## src/rtl/engine_consts.svh

```systemverilog
`ifndef ENGINE_CONSTS_SVH
`define ENGINE_CONSTS_SVH

// Multiplier lanes, also the widest channel group
`define ENG_LANES      16
`define ENG_LANE_BITS  4      // Index width for one lane

// Partial-sum buffer depth, one entry per output pixel
`define ENG_MAX_SIDE   128
`define ENG_SIDE_BITS  7      // Index width for the buffer

`endif

```

## src/rtl/engine_pkg.sv

```systemverilog
`include "engine_consts.svh"

package engine_pkg;

	typedef logic [15:0] elem_t;       // Data, weight or result word
	typedef logic [29:0] addr_t;       // DMA word address
	typedef logic [15:0] chan_t;       // Channel count or index
	typedef logic [7:0]  side_t;       // Pixel count or index
	typedef logic [4:0]  lane_t;       // Lane count up to 16

	// One word per lane
	typedef elem_t [`ENG_LANES-1:0] lane_vec_t;

	// Job state machine
	typedef enum logic [1:0] {
		st_idle,
		st_busy,
		st_finish
	} eng_state_t;

endpackage

```

## src/rtl/engine_ctrl.sv

```systemverilog
`timescale 1ns/1ps
`include "engine_consts.svh"

module engine_ctrl import engine_pkg::*; (
	input  logic  clk,
	input  logic  rst,
	input  logic  i_start,
	input  chan_t i_i_channel,
	input  chan_t i_o_channel,
	input  side_t i_o_side,
	input  addr_t i_data_start,
	input  addr_t i_weight_start,
	input  addr_t i_result_start,
	input  logic  i_data_full,
	input  logic  i_wgt_full,
	input  logic  i_lane_ready,
	input  logic  i_wb_idle,
	output logic  o_data_load,
	output logic  o_wgt_load,
	output logic  o_p2_reads_en,
	output logic  o_p3_reads_en,
	output addr_t o_p2_addr,
	output addr_t o_p3_addr,
	output lane_t o_para,
	output logic  o_latch,
	output side_t o_pix,
	output logic  o_first_grp,
	output logic  o_last_grp,
	output addr_t o_res_addr,
	output logic  o_done
);

	eng_state_t state;
	chan_t oc_cnt;          // Output channel in progress
	chan_t grp_base;        // First input channel of the group
	side_t pix_rd;          // Next pixel to fetch
	side_t pix_lat;         // Next pixel to hand to the lanes
	addr_t data_ptr;        // Next pixel read address
	addr_t wgt_row;         // Weight row of the output channel
	addr_t res_row;         // Result row of the output channel
	logic  wgt_pend, wgt_ok;
	logic  data_pend, data_rdy;
	logic  rd_done;         // All pixels of the group fetched
	logic  drain;           // Waiting for the last writes
	logic  grp_end, last_oc;
	chan_t nxt_grp;
	addr_t nxt_wrow;
	logic  p2_open;         // A p2 burst is still on its way back

	assign o_last_grp  = (grp_base + chan_t'(o_para)) >= i_i_channel;
	assign o_first_grp = (grp_base == '0);
	assign grp_end  = (pix_lat == i_o_side - side_t'(1));
	assign last_oc  = (oc_cnt == i_o_channel - chan_t'(1));
	assign nxt_grp  = o_last_grp ? '0 : grp_base + chan_t'(o_para);
	assign nxt_wrow = o_last_grp ? wgt_row + addr_t'(i_i_channel) : wgt_row;

	assign o_latch     = (state == st_busy) && data_rdy && i_lane_ready;
	assign o_pix       = pix_lat;
	assign o_res_addr  = res_row + addr_t'(pix_lat);
	assign o_data_load = o_p2_reads_en;   // Deserializer restarts with each request
	assign o_wgt_load  = o_p3_reads_en;
	assign o_done      = (state == st_finish);

	always_ff @(posedge clk or posedge rst) begin
		if (rst) begin
			state <= st_idle;
			o_para <= '0;
			oc_cnt <= '0;
			grp_base <= '0;
			pix_rd <= '0;
			pix_lat <= '0;
			data_ptr <= '0;
			wgt_row <= '0;
			res_row <= '0;
			{wgt_pend, wgt_ok, data_pend, data_rdy, rd_done, drain} <= '0;
			o_p2_reads_en <= 1'b0;
			o_p3_reads_en <= 1'b0;
			o_p2_addr <= '0;
			o_p3_addr <= '0;
		end else begin
			o_p2_reads_en <= 1'b0;   // Requests are single pulses
			o_p3_reads_en <= 1'b0;
			case (state)
				st_idle: begin
					if (i_start) begin
						state <= st_busy;
						o_para <= (i_i_channel > chan_t'(`ENG_LANES)) ? lane_t'(`ENG_LANES)
						                                            : lane_t'(i_i_channel);
						oc_cnt <= '0;
						grp_base <= '0;
						pix_rd <= '0;
						pix_lat <= '0;
						data_ptr <= i_data_start;
						wgt_row <= i_weight_start;
						res_row <= i_result_start;
						o_p3_reads_en <= 1'b1;          // First weight group right away
						o_p3_addr <= i_weight_start;
						wgt_pend <= 1'b1;
					end
				end
				st_busy: begin
					if (i_wgt_full) begin
						wgt_pend <= 1'b0;
						wgt_ok <= 1'b1;
					end
					if (i_data_full) begin
						data_pend <= 1'b0;
						data_rdy <= 1'b1;
					end
					// Fetch the next pixel once the buffer is free or being latched
					if (wgt_ok && !data_pend && !rd_done && (!data_rdy || o_latch)) begin
						o_p2_reads_en <= 1'b1;
						o_p2_addr <= data_ptr;
						data_pend <= 1'b1;
						data_ptr <= data_ptr + addr_t'(i_i_channel);
						pix_rd <= pix_rd + side_t'(1);
						if (pix_rd == i_o_side - side_t'(1))
							rd_done <= 1'b1;
					end
					if (o_latch) begin
						data_rdy <= 1'b0;
						if (grp_end) begin
							pix_lat <= '0;
							pix_rd <= '0;
							rd_done <= 1'b0;
							wgt_ok <= 1'b0;         // Weights of the next group needed
							if (o_last_grp && last_oc) begin
								drain <= 1'b1;
							end else begin
								grp_base <= nxt_grp;
								wgt_row <= nxt_wrow;
								if (o_last_grp) begin
									oc_cnt <= oc_cnt + chan_t'(1);
									res_row <= res_row + addr_t'(i_o_side);
								end
								data_ptr <= i_data_start + addr_t'(nxt_grp);
								o_p3_reads_en <= 1'b1;
								o_p3_addr <= nxt_wrow + addr_t'(nxt_grp);
								wgt_pend <= 1'b1;
							end
						end else begin
							pix_lat <= pix_lat + side_t'(1);
						end
					end
					if (drain && i_lane_ready && i_wb_idle)
						state <= st_finish;         // Last result has left the port
				end
				st_finish: ;                        // Held until reset
				default: state <= st_idle;
			endcase
		end
	end

	// Burst on p2 seen from the request pulse to the full strobe
	always_ff @(posedge clk or posedge rst) begin
		if (rst)
			p2_open <= 1'b0;
		else if (o_p2_reads_en)
			p2_open <= 1'b1;
		else if (i_data_full)
			p2_open <= 1'b0;
	end

	// A port only gets a new request after its previous burst is complete
	assert property (@(posedge clk) disable iff (rst) o_p2_reads_en |-> !p2_open);
	assert property (@(posedge clk) disable iff (rst) o_p3_reads_en |-> !$past(wgt_pend));

endmodule

```

## config.mk

```make
export PLATFORM = sky130hd
export DESIGN_NAME = engine_ctrl
export DESIGN_NICKNAME = d
export VERILOG_FILES = /design/src/rtl/engine_pkg.sv /design/src/rtl/engine_ctrl.sv
export VERILOG_INCLUDE_DIRS = /design/src /design/src/rtl
export SDC_FILE = /design/constraint.sdc
export NUM_CORES = 1
export LEC_CHECK = 0
export ABC_AREA = 0
export BUFFER_PORTS_ARGS = -buffer_cell sky130_fd_sc_hd__buf_2
export CAP_MARGIN = 20
export CORE_MARGIN = 5
export CORE_UTILIZATION = 25
export CTS_CLUSTER_DIAMETER = 50
export DETAILED_ROUTE_END_ITERATION = 10
export PLACE_DENSITY_LB_ADDON = 0.05
export SLEW_MARGIN = 20
export SYNTH_ARGS = -nofsm -noshare
export SYNTH_HDL_FRONTEND = slang
export SYNTH_SLANG_ARGS = --single-unit
export TNS_END_PERCENT = 5
```

## constraint.sdc

```tcl
create_clock -name clk -period 11.47 [get_ports clk]
set_input_delay 1.147 -clock clk [delete_from_list [all_inputs] [get_ports clk]]
set_output_delay 1.147 -clock clk [all_outputs]
set_load 0.005 [all_outputs]
```

Word-level counts from Yosys, hierarchy flattened
Cells that the tools add are included.
{ "classes": {"n_addsub": 12, "n_lt_le_gt_ge": 2, "eq_ne": 11, "n_mux": 63, "bitwise_logic": 1, "n_reduce_logical": 27} }
{ "op_table": {"columns": ["operator", "count"], "rows": [
  ["two-way mux 30 bit", 18],
  ["one-hot mux 30 bit (2 select lines)", 4],
  ["two-way mux 16 bit", 9],
  ["adder 30 x 16 -> 30 bit", 4],
  ["one-hot mux 16 bit (2 select lines)", 2],
  ["adder 30 x 8 -> 30 bit", 2],
  ["two-way mux 8 bit", 6],
  ["one-hot mux 8 bit (2 select lines)", 2],
  ["two-way mux 1 bit", 17],
  ["adder 16 x 1 -> 16 bit, second input constant", 1],
  ["adder 16 x 5 -> 16 bit", 1],
  ["adder 8 x 1 -> 8 bit, second input constant", 2],
  ["equality test 16 bit", 1],
  ["equality test 8 bit", 2],
  [">= comparator 16 bit", 1],
  ["greater-than comparator 16 x 5 -> 1 bit, second input constant", 1],
  ["logical NOT 16 bit", 1],
  ["subtractor 16 x 1 -> 16 bit, second input constant", 1],
  ["!= test 2 bit, second input constant", 5],
  ["AND reduction 2 bit", 5],
  ["logical AND 1 bit", 8],
  ["subtractor 8 x 1 -> 8 bit, second input constant", 1],
  ["one-hot mux 2 bit (3 select lines)", 1],
  ["AND reduction 3 bit", 2],
  ["other kinds (14)", 19]
]} }
{ "totals": {"ff_bits": 212, "input_bits": 137} }

Longest topological paths before layout
Gate-level depths: netlist (run 1).
{ "depth": {"word_depth": 10, "depth_mapped": 33} }

Worst setup path before layout (run 1)
Ideal clock, no wire load.
{ "synth_timing": {"path_type": "flip-flop to flip-flop", "startpoint": "register o_para[0]", "endpoint": "register o_p3_addr[16]", "arrival_time_ns": 7.067, "t_required_ns": 11.352, "path_slack_ns": 4.285, "path_stages_with_launch": 32, "synth_period_minus_slack_ns": 7.185, "cell_sequence": "dfrtp_1 ha_1 fa_1 a21o_1 a31oi_1 nor2_1 xnor2_1 inv_1 ha_1 nand2_1 o21a_1 nor3_1 nor3_2 inv_1 clkbuf_1 buf_1 buf_1 clkbuf_1 nor2_1 ha_1 fa_1 a21o_1 a21oi_1 o21ai_0 a22oi_1 o311ai_0 nand4_1 a21oi_1 a221oi_4 xnor2_1 a211oi_1 a21o_1"} }
{ "synth_via": {"elab_chain_len": 8, "word_cells_on_any_way": 12, "cone_classes": "add/sub: 2; order compare: 1; eq/ne: 1; mux: 6; reduce/logical: 2"} }
{ "synth_rtl": {"columns": ["element", "line_no", "source"], "rows": [
  ["start: declaration", "engine_ctrl.sv:24", "output lane_t o_para,"],
  ["start signal: assignment", "engine_ctrl.sv:87", "o_para <= (i_i_channel > chan_t'(`ENG_LANES)) ? lane_t'(`ENG_LANES)"],
  ["adder 16 x 5 -> 16 bit (*)", "engine_ctrl.sv:50", "assign o_last_grp = (grp_base + chan_t'(o_para)) >= i_i_channel;"],
  [">= comparator 16 bit (*)", "engine_ctrl.sv:50", null],
  ["named net o_last_grp", "engine_ctrl.sv:28", "output logic o_last_grp,"],
  ["two-way mux 30 bit / two-way mux 16 bit (equally long branches)", "engine_ctrl.sv:55, engine_ctrl.sv:54", null],
  ["adder 30 x 16 -> 30 bit", "engine_ctrl.sv:138", "o_p3_addr <= nxt_wrow + addr_t'(nxt_grp);"],
  ["two-way mux 30 bit", "engine_ctrl.sv:127", "if (o_last_grp && last_oc) begin"],
  ["two-way mux 30 bit", "engine_ctrl.sv:122", "if (grp_end) begin"],
  ["two-way mux 30 bit", "engine_ctrl.sv:120", "if (o_latch) begin"],
  ["one-hot mux 30 bit (2 select lines)", "engine_ctrl.sv:83", "case (state)"],
  ["end signal: assignment", "engine_ctrl.sv:97", "o_p3_addr <= i_weight_start;"],
  ["end signal: assignment", "engine_ctrl.sv:138", null],
  ["end: declaration", "engine_ctrl.sv:23", "output addr_t o_p3_addr,"]
]} }
Mark *: on every way through the listed nets, which the timed path passes. The rest lies on a longest branch. The select of a mux whose other input is x is not followed.
A chain may end at the register's enable or synchronous reset.

Worst setup path in the final report (run 1)
{ "layout_timing": {"startpoint": "register o_para[0]", "endpoint": "register res_row[29]"} }
{ "layout_via": {"elab_chain_len": 5, "word_cells_on_any_way": 6, "cone_classes": "add/sub: 1; order compare: 1; eq/ne: 2; reduce/logical: 2"} }
{ "layout_rtl": {"columns": ["element", "line_no", "source"], "rows": [
  ["adder 16 x 5 -> 16 bit (*)", "engine_ctrl.sv:50", null],
  [">= comparator 16 bit (*)", "engine_ctrl.sv:50", null],
  ["logical AND 1 bit", "engine_ctrl.sv:127", null],
  ["!= test 2 bit (no line)", null, null],
  ["AND reduction 6 bit (no line) (*)", null, null],
  ["end signal: assignment", "engine_ctrl.sv:95", "res_row <= i_result_start;"],
  ["end signal: assignment", "engine_ctrl.sv:134", "res_row <= res_row + addr_t'(i_o_side);"],
  ["end: declaration", "engine_ctrl.sv:40", "addr_t res_row;"]
]} }
Mark *: on every way between the ends. The rest lies on a longest branch, timed or not.

==> qor.yml, run 1 <==
sta:
  max_freq_ghz: 0.127
  finalSetupViolCount: 0
  final-max-slew-violation-count: 0
  tns_ps: 0
  layout_min_cycle_time_ps: 7860
  slew_headroom_pct: 25.9
  fin_crit_sh_pct: 68.6
  timing.hold.ws_ps: 470
  finalHoldViolCount: 0
  worstMarginPinSlew_ps: 1110
  final.setup_skew_ps: 34.3
  rsz0062_at_grt: "false"
power:
  p_per_area_mw_per_mm2: 184
  ir_drop_uv: 97.0
  leakage_nw: 9.95
  power_mw: 4.04
placed_design:
  place_congestion: 0.858
  dp_cells: 3317
  portBuffers: 247
  place_hpwl_um: 55800
global_routing:
  grtUsageTotal_pct: 18.6
  grt_pass1_vias: 17298
  grt_max_degree: 87
  grt_pass1_wl_um: 113000
  antenna_found_initial: 3
  gr-total-overflow: 0
yosys:
  async_flop_share_pct: 100
  syn_inst: 2203
  synth_area_per_cell_um2: 8.12
  netlist_area_mm2: 0.0179
  synth-seq-area-share_pct: 29.7
  synth-edff-count: 0
  ys_warn_count: 0
  synth_seq_cells: 212
  synthDistinctLibCells: 100
  syn-num-nets: 2439
  ys.flop_type: "dfrtp_1"
floorplanning:
  die_w_um: 277
  ios: 248
  initial_utilization_pct: 25.1
  die-area_mm2: 0.0770
  die_h_um: 277
  core-area_mm2: 0.0712
  rows: 98
clocking:
  insertion_delay_ps: 590
  cts_setup_buffers: 0
  cts_hold_buffers: 0
  cts_sinks: 212
  clockBufferDepth: 3
  cts-root-buf: "clkbuf_16"
  cts_tree: "built"
  post_cts_resize_count: 0
  htreeDepth: 2
  clk_pin_slew_ps: 50
  tritoncts.num_buffers: 50
critical_path:
  crit_start: "o_para[0]$_DFFE_PP0P_"
  regToRegSetupSlack_ps: 3610
  crit_arrival_ps: 8320
  ff2ff_path_depth: 25
  cp_max_fo: 86
  rr_endpoint: "res_row[29]$_DFFE_PP0P_"
  required_ps: 11930
  end_kind: "register"
  critPathLaunchType: "register"
  critical_path_class: "reg -> reg"
  rr_startpoint: "o_para[0]$_DFFE_PP0P_"
  cp-endpoint: "res_row[29]$_DFFE_PP0P_"
final_layout:
  final_core_util_pct: 30.8
  most-common-layout-cells: "nand2_1, buf_2, dfrtp_1"
  final_common_cell: "nand2_1"
  instances_no_fill: 3411
  final_nets: 2655
  seq_area_mm2: 0.00531
  multi_input_area_mm2: 0.0118
  syn2layout_area_growth_pct: 22.5
  n_fill_cell: 7624
  layout-drive-gt1-share_pct: 17.7
routing:
  drc: 0
  antenna_left: 0
  finalWirelength_um: 74300
  wl_per_cell_um: 21.8
  via_per_inst: 5.15
  dr.pass1.iters: 7
  vias: 17575
  drt_iter0_drc: 1087
outcome:
  status: "completed"
run:
  cap_violations: 0
worst_hold_path:
  holdCritStartpoint: "o_p3_addr[13]$_DFFE_PP0P_"
  hold_path.class: "reg -> reg"
  hold_path_depth: 2
## state kept, by name, summed over array words and instances (netlist names)
register and count:
oc_cnt 16, data_ptr 30, o_data_load 1, o_para 5
rd_done 1, wgt_row 30, data_rdy 1, pix_rd 8
wgt_ok 1, drain 1, o_p3_reads_en 1, data_pend 1
o_pix 8, state 2, o_p2_addr 30, grp_base 16
res_row 30, o_p3_addr 30
## layer usage
layer | vias to the layer above | GRT usage [%] | wire length (um)
li1 | 8492 | - | -
met1 | 8562 | 25.1 | 34200
met2 | 442 | 31.7 | 35400
met3 | 79 | 3.04 | 3310
met4 | 0 | 3.99 | 1400
met5 | - | 0 | 0
## metrics by stage
step,instance area (um^2),setup WS [ps]
after global routing,21900,2910
after floorplan,17900,4280
after detailed placement,20100,3520
after global placement,20100,3730
final,21900,3610
after CTS,21900,3480
## report_power, final
group | internal, mW | total (mW) | switching (mW)
Sequential | 0.937 | 1.12 | 0.183
Combinational | 0.616 | 1.37 | 0.757
Clock | 1.04 | 1.55 | 0.510
Total | 2.59 | 4.04 | 1.45
## critical path, cell delays in order, from the launching register on
cell and delay, ps:
dfrtp_1 390, ha_1 250, fa_1 440, a21o_1 220
a31oi_1 230, nor2_1 100, xnor2_1 620, inv_1 290
ha_1 360, nand2_1 60, o21a_1 190, nor3_1 470
nor3_4 90, inv_2 230, nand4_1 230, o31ai_4 280
buf_4 510, inv_2 330, nor2_4 160, buf_4 740
inv_2 30, buf_4 370, nand2_4 420, nor3_2 150
and4b_1 230, a211o_1 230
## cells in the mapped netlist, types with 8 or more instances
cell type,n,area [um^2]
o21bai_1,9,67.6
a21o_1,46,345
xor2_1,68,596
mux2i_1,24,240
mux2_2,32,360
xnor2_1,125,1090
a311oi_1,10,87.6
nor2b_1,17,106
nand2b_1,13,81.3
inv_1,98,368
nand2_1,250,938
a31oi_1,24,150
clkbuf_1,71,267
ha_1,92,1150
a22oi_1,8,60.1
nand4_1,42,263
and3_1,38,238
and4_1,12,105
nor2_1,193,724
a211oi_1,21,158
a21oi_1,161,806
and2_1,15,93.8
dfrtp_1,212,5310
o21ai_0,153,766
o31ai_1,19,143
nand3_1,73,365
or3_1,18,113
o21a_1,16,120
a211o_1,10,87.6
buf_1,14,52.6
buf_2,18,90.1
nor3_1,56,280
o22ai_1,17,106
o211ai_1,30,225
nor4_1,31,194
## cells by family (layout without fill, tap and decap cells)
group | after synthesis | after routing | share of synthesized area [%]
DFF | 212 | 212 | 29.7
buffers and inverters | 207 | 463 | 4.53
AOI/OAI and AO/OA | 622 | 622 | 22.8
xor gates and xnor gates | 201 | 201 | 10.5
muxes | 56 | 56 | 3.36
adders and majority gates | 103 | 103 | 7.44
and+or+nand+nor | 802 | 802 | 21.7
other | 0 | 2 | 0
## cell type report
| cell class | count | area share, % |
|---|---|---|
| diodes | 2 | 0.0228 |
| clock buffers | 63 | 6.34 |
| clock inverters | 29 | 1.83 |
| inverters | 101 | 1.76 |
| multi-input cells | 1784 | 54.0 |
| flip-flops and latches | 212 | 24.2 |
| well taps | 950 | 5.42 |
| repair buffers | 270 | 6.43 |
## worst min-delay path by stage
stage	endpoint	slack [ps]
6_report	o_p3_addr[13]$_DFFE_PP0P_	470
5_1_grt	o_p3_addr[13]$_DFFE_PP0P_	500
4_1_cts	o_p3_addr[13]$_DFFE_PP0P_	480
3_5_place_dp	o_p3_addr[13]$_DFFE_PP0P_	460
3_3_place_gp	o_p3_addr[13]$_DFFE_PP0P_	460
2_1_floorplan	drain$_DFFE_PP0P_	450
Note: power is estimated with default switching activity, not from simulation.
==> run 2, diff against run 1 <==
==> constraint.sdc (replaced) <==
create_clock -name clk -period 6.8 [get_ports clk]
set_input_delay 0.68 -clock clk [delete_from_list [all_inputs] [get_ports clk]]
set_output_delay 0.68 -clock clk [all_outputs]
set_load 0.005 [all_outputs]
==> run 2 against run 1 <==
Clock skew grew 8.8 ps. Non-clock buffer count grew 32. Worst setup slack lost 3200 ps. Die area is the same. Critical path depth grew 3. Critical endpoint is now data_ptr[28]$_DFFE_PP0P_. Largest cell class unchanged.
==> qor.yml, run 2 (synthesized netlist as in run 1, its figures left out) <==
critical_path:
  critical-path-max-stage-delay_ps: 410  # -330 ps
  critPathLaunchType: "register"
  crit_arrival_ps: 6840  # -1480 ps
  cp_num_buf_inv: 6  # -1
  slowest_stage: "ha_1"
  cp_max_fo: 7  # -92%
  ff2ff_path_depth: 28  # +12%
  path_common_cell: "buf_4"
  critical_path_class: "reg -> reg"
  end_kind: "register"
  path_depth: 28  # +12%
  critical_path.top_delay_family: "compound AO/OA/AOI/OAI gates"
  required_ps: 7250  # -4680 ps
final_layout:
  syn2layout_area_growth_pct: 25.1
  final_nets: 2688  # +1.2%
  n_fill_cell: 7614  # -0.13%
  final_common_cell: "nand2_1"
  fin_area_mm2: 0.0224  # +2.1%
  most-common-layout-cells: "nand2_1, buf_2, dfrtp_1"
  layout-drive-gt1-share_pct: 19.7  # +2.0 points
sta:
  fin_crit_sh_pct: 94.0  # +25 points
  worstMarginPinSlew_ps: 1060  # -51.0 ps
  slew_headroom_pct: 29.0  # +3.1 points
  max_freq_ghz: 0.156  # +23%
  finalSetupViolCount: 0  # unchanged
  final-max-slew-violation-count: 0  # unchanged
  layout_min_cycle_time_ps: 6400  # -1470 ps
  finalHoldViolCount: 0  # unchanged
  rsz0062_at_grt: "true"
  final.setup_skew_ps: 43.1  # +8.84 ps
outcome:
  status: "completed"
floorplanning:
  initial_utilization_pct: 25.1  # unchanged
  die_w_um: 277  # unchanged
  core-area_mm2: 0.0712  # unchanged
  die-area_mm2: 0.0770  # unchanged
  die_h_um: 277  # unchanged
  ios: 248  # unchanged
  rows: 98  # unchanged
power:
  power_mw: 6.97  # +73%
  ir_drop_uv: 185  # +91%
  leakage_nw: 10.2  # +2.1%
  p_sw_share_pct: 35.7  # -0.17 points
  p_per_area_mw_per_mm2: 312  # +69%
  p_switching_mw: 2.49  # +72%
  pwr-share-comb_pct: 34.2  # +0.2 points
  internal_power_mw: 4.48  # +73%
  seqPwrFrac_pct: 27.1  # -0.6 points
  p_clk_share_pct: 38.7  # +0.4 points
clocking:
  cts_sinks: 212  # unchanged
  insertion_delay_ps: 600  # about the same
  tritoncts.num_buffers: 51  # +2.0%
  cts-root-buf: "clkbuf_16"
  cts_tree: "built"
  htreeDepth: 2  # unchanged
  cts_hold_buffers: 0  # unchanged
  clockBufferDepth: 3  # unchanged
  clk_pin_slew_ps: 50  # about the same
global_routing:
  antenna_found_initial: 6  # +3
  grt_pass1_wl_um: 113000  # about the same
  grt_max_degree: 122  # +40%
  gr-total-overflow: 0  # unchanged
  grtUsageTotal_pct: 18.8  # +0.16 points
  grt_pass1_vias: 17619  # +1.9%
routing:
  via_per_inst: 5.12  # -0.58%
  drt_iter0_drc: 1069  # -1.7%
  dr_wl_met2_um: 35800  # +1.1%
  wl_met1_um: 33400  # -2.4%
  antenna_left: 0  # unchanged
  wl_per_cell_um: 21.9  # +0.44%
  vias: 17637  # +0.35%
  drc: 0  # unchanged
  dr.pass1.iters: 7  # unchanged
  top_layer_used: "met5"
  wl_met3_um: 3720  # +12%
  finalWirelength_um: 75300  # +1.4%
placed_design:
  portBuffers: 247  # unchanged
  place_area_mm2: 0.0204  # +1.2%
  place_hpwl_um: 56200  # +0.75%
  place_congestion: 0.835  # -2.7%
worst_hold_path:
  hold_path.class: "in -> async"
run:
  cap_violations: 0  # unchanged
==> run 2: final cells by class <==
type | count | area [um^2] | area share (%)
multi-input cells | 1784 | 12000 | 53.5
inverters | 101 | 387 | 1.73
diodes | 2 | 5.00 | 0.0224
clock inverters | 32 | 460 | 2.06
repair buffers | 302 | 1690 | 7.54
well taps | 950 | 1190 | 5.31
clock buffers | 60 | 1380 | 6.17
flip-flops and latches | 212 | 5310 | 23.7
==> run 2: metal layers <==
metal | vias up | track usage (%)
met3 | 119 | 3.37
met1 | 8526 | 24.5
met5 | - | 0
li1 | 8550 | -
met4 | 2 | 6.12
met2 | 440 | 31.7
==> run 2: power by group through the flow <==
stage,clock (mW),sequential [mW],combinational (mW)
floorplan,0,1.82,1.60
global placement,0,1.92,2.35
detailed placement,0,1.92,2.36
CTS,2.78,1.90,2.38
global route,2.83,1.94,2.67
finish,2.70,1.89,2.38
==> run 2: worst reg2reg max path: cells and delay by family, from the launching register on <==
kind	cells	cell delay (ps)
AO/OA/AOI/OAI	11	2180
AND/OR/NAND/NOR	7	1440
adder cells (fa/ha/maj)	4	1320
buffers and inverters	6	930
flip-flops	1	400
==> run 2: stage by stage <==
step | setup WS (ps) | instances | util (%) | TNS, ps | hold WS (ps)
2_1_floorplan | 1.25 | 2203 | - | 0 | 449
3_3_place_gp | 161 | 3344 | 28.6 | 0 | 463
3_5_place_dp | 9.38 | 3344 | 28.6 | 0 | 472
4_1_cts | 69.1 | 3436 | 31.2 | 0 | 263
5_1_grt | -53.3 | 3442 | 31.4 | -137 | 282
6_report | 405 | 3443 | 31.4 | 0 | 230
==> run 2: what timing repair did <==
| action | CTS | global route |
|---|---|---|
| gates resized for setup | 1 | 24 |
| pin swaps | 0 | 9 |
| setup buffers | 0 | 4 |
| endpoints found under the setup margin | 1 | 36 |
==> run 2: worst paths after layout <==
kind | startpoint | to | slack, ps
min in group clk | i_result_start[25] | res_row[25]$_DFFE_PP0P_ | 310
worst max register to register | o_para[3]$_DFFE_PP0P_ | data_ptr[28]$_DFFE_PP0P_ | 400
max in group asynchronous | rst | res_row[21]$_DFFE_PP0P_ | 5280
worst min-delay path | rst | o_p2_addr[27]$_DFFE_PP0P_ | 230
worst min register to register | o_p3_addr[2]$_DFFE_PP0P_ | o_p3_addr[2]$_DFFE_PP0P_ | 480
worst max-delay path | o_para[3]$_DFFE_PP0P_ | data_ptr[28]$_DFFE_PP0P_ | 400
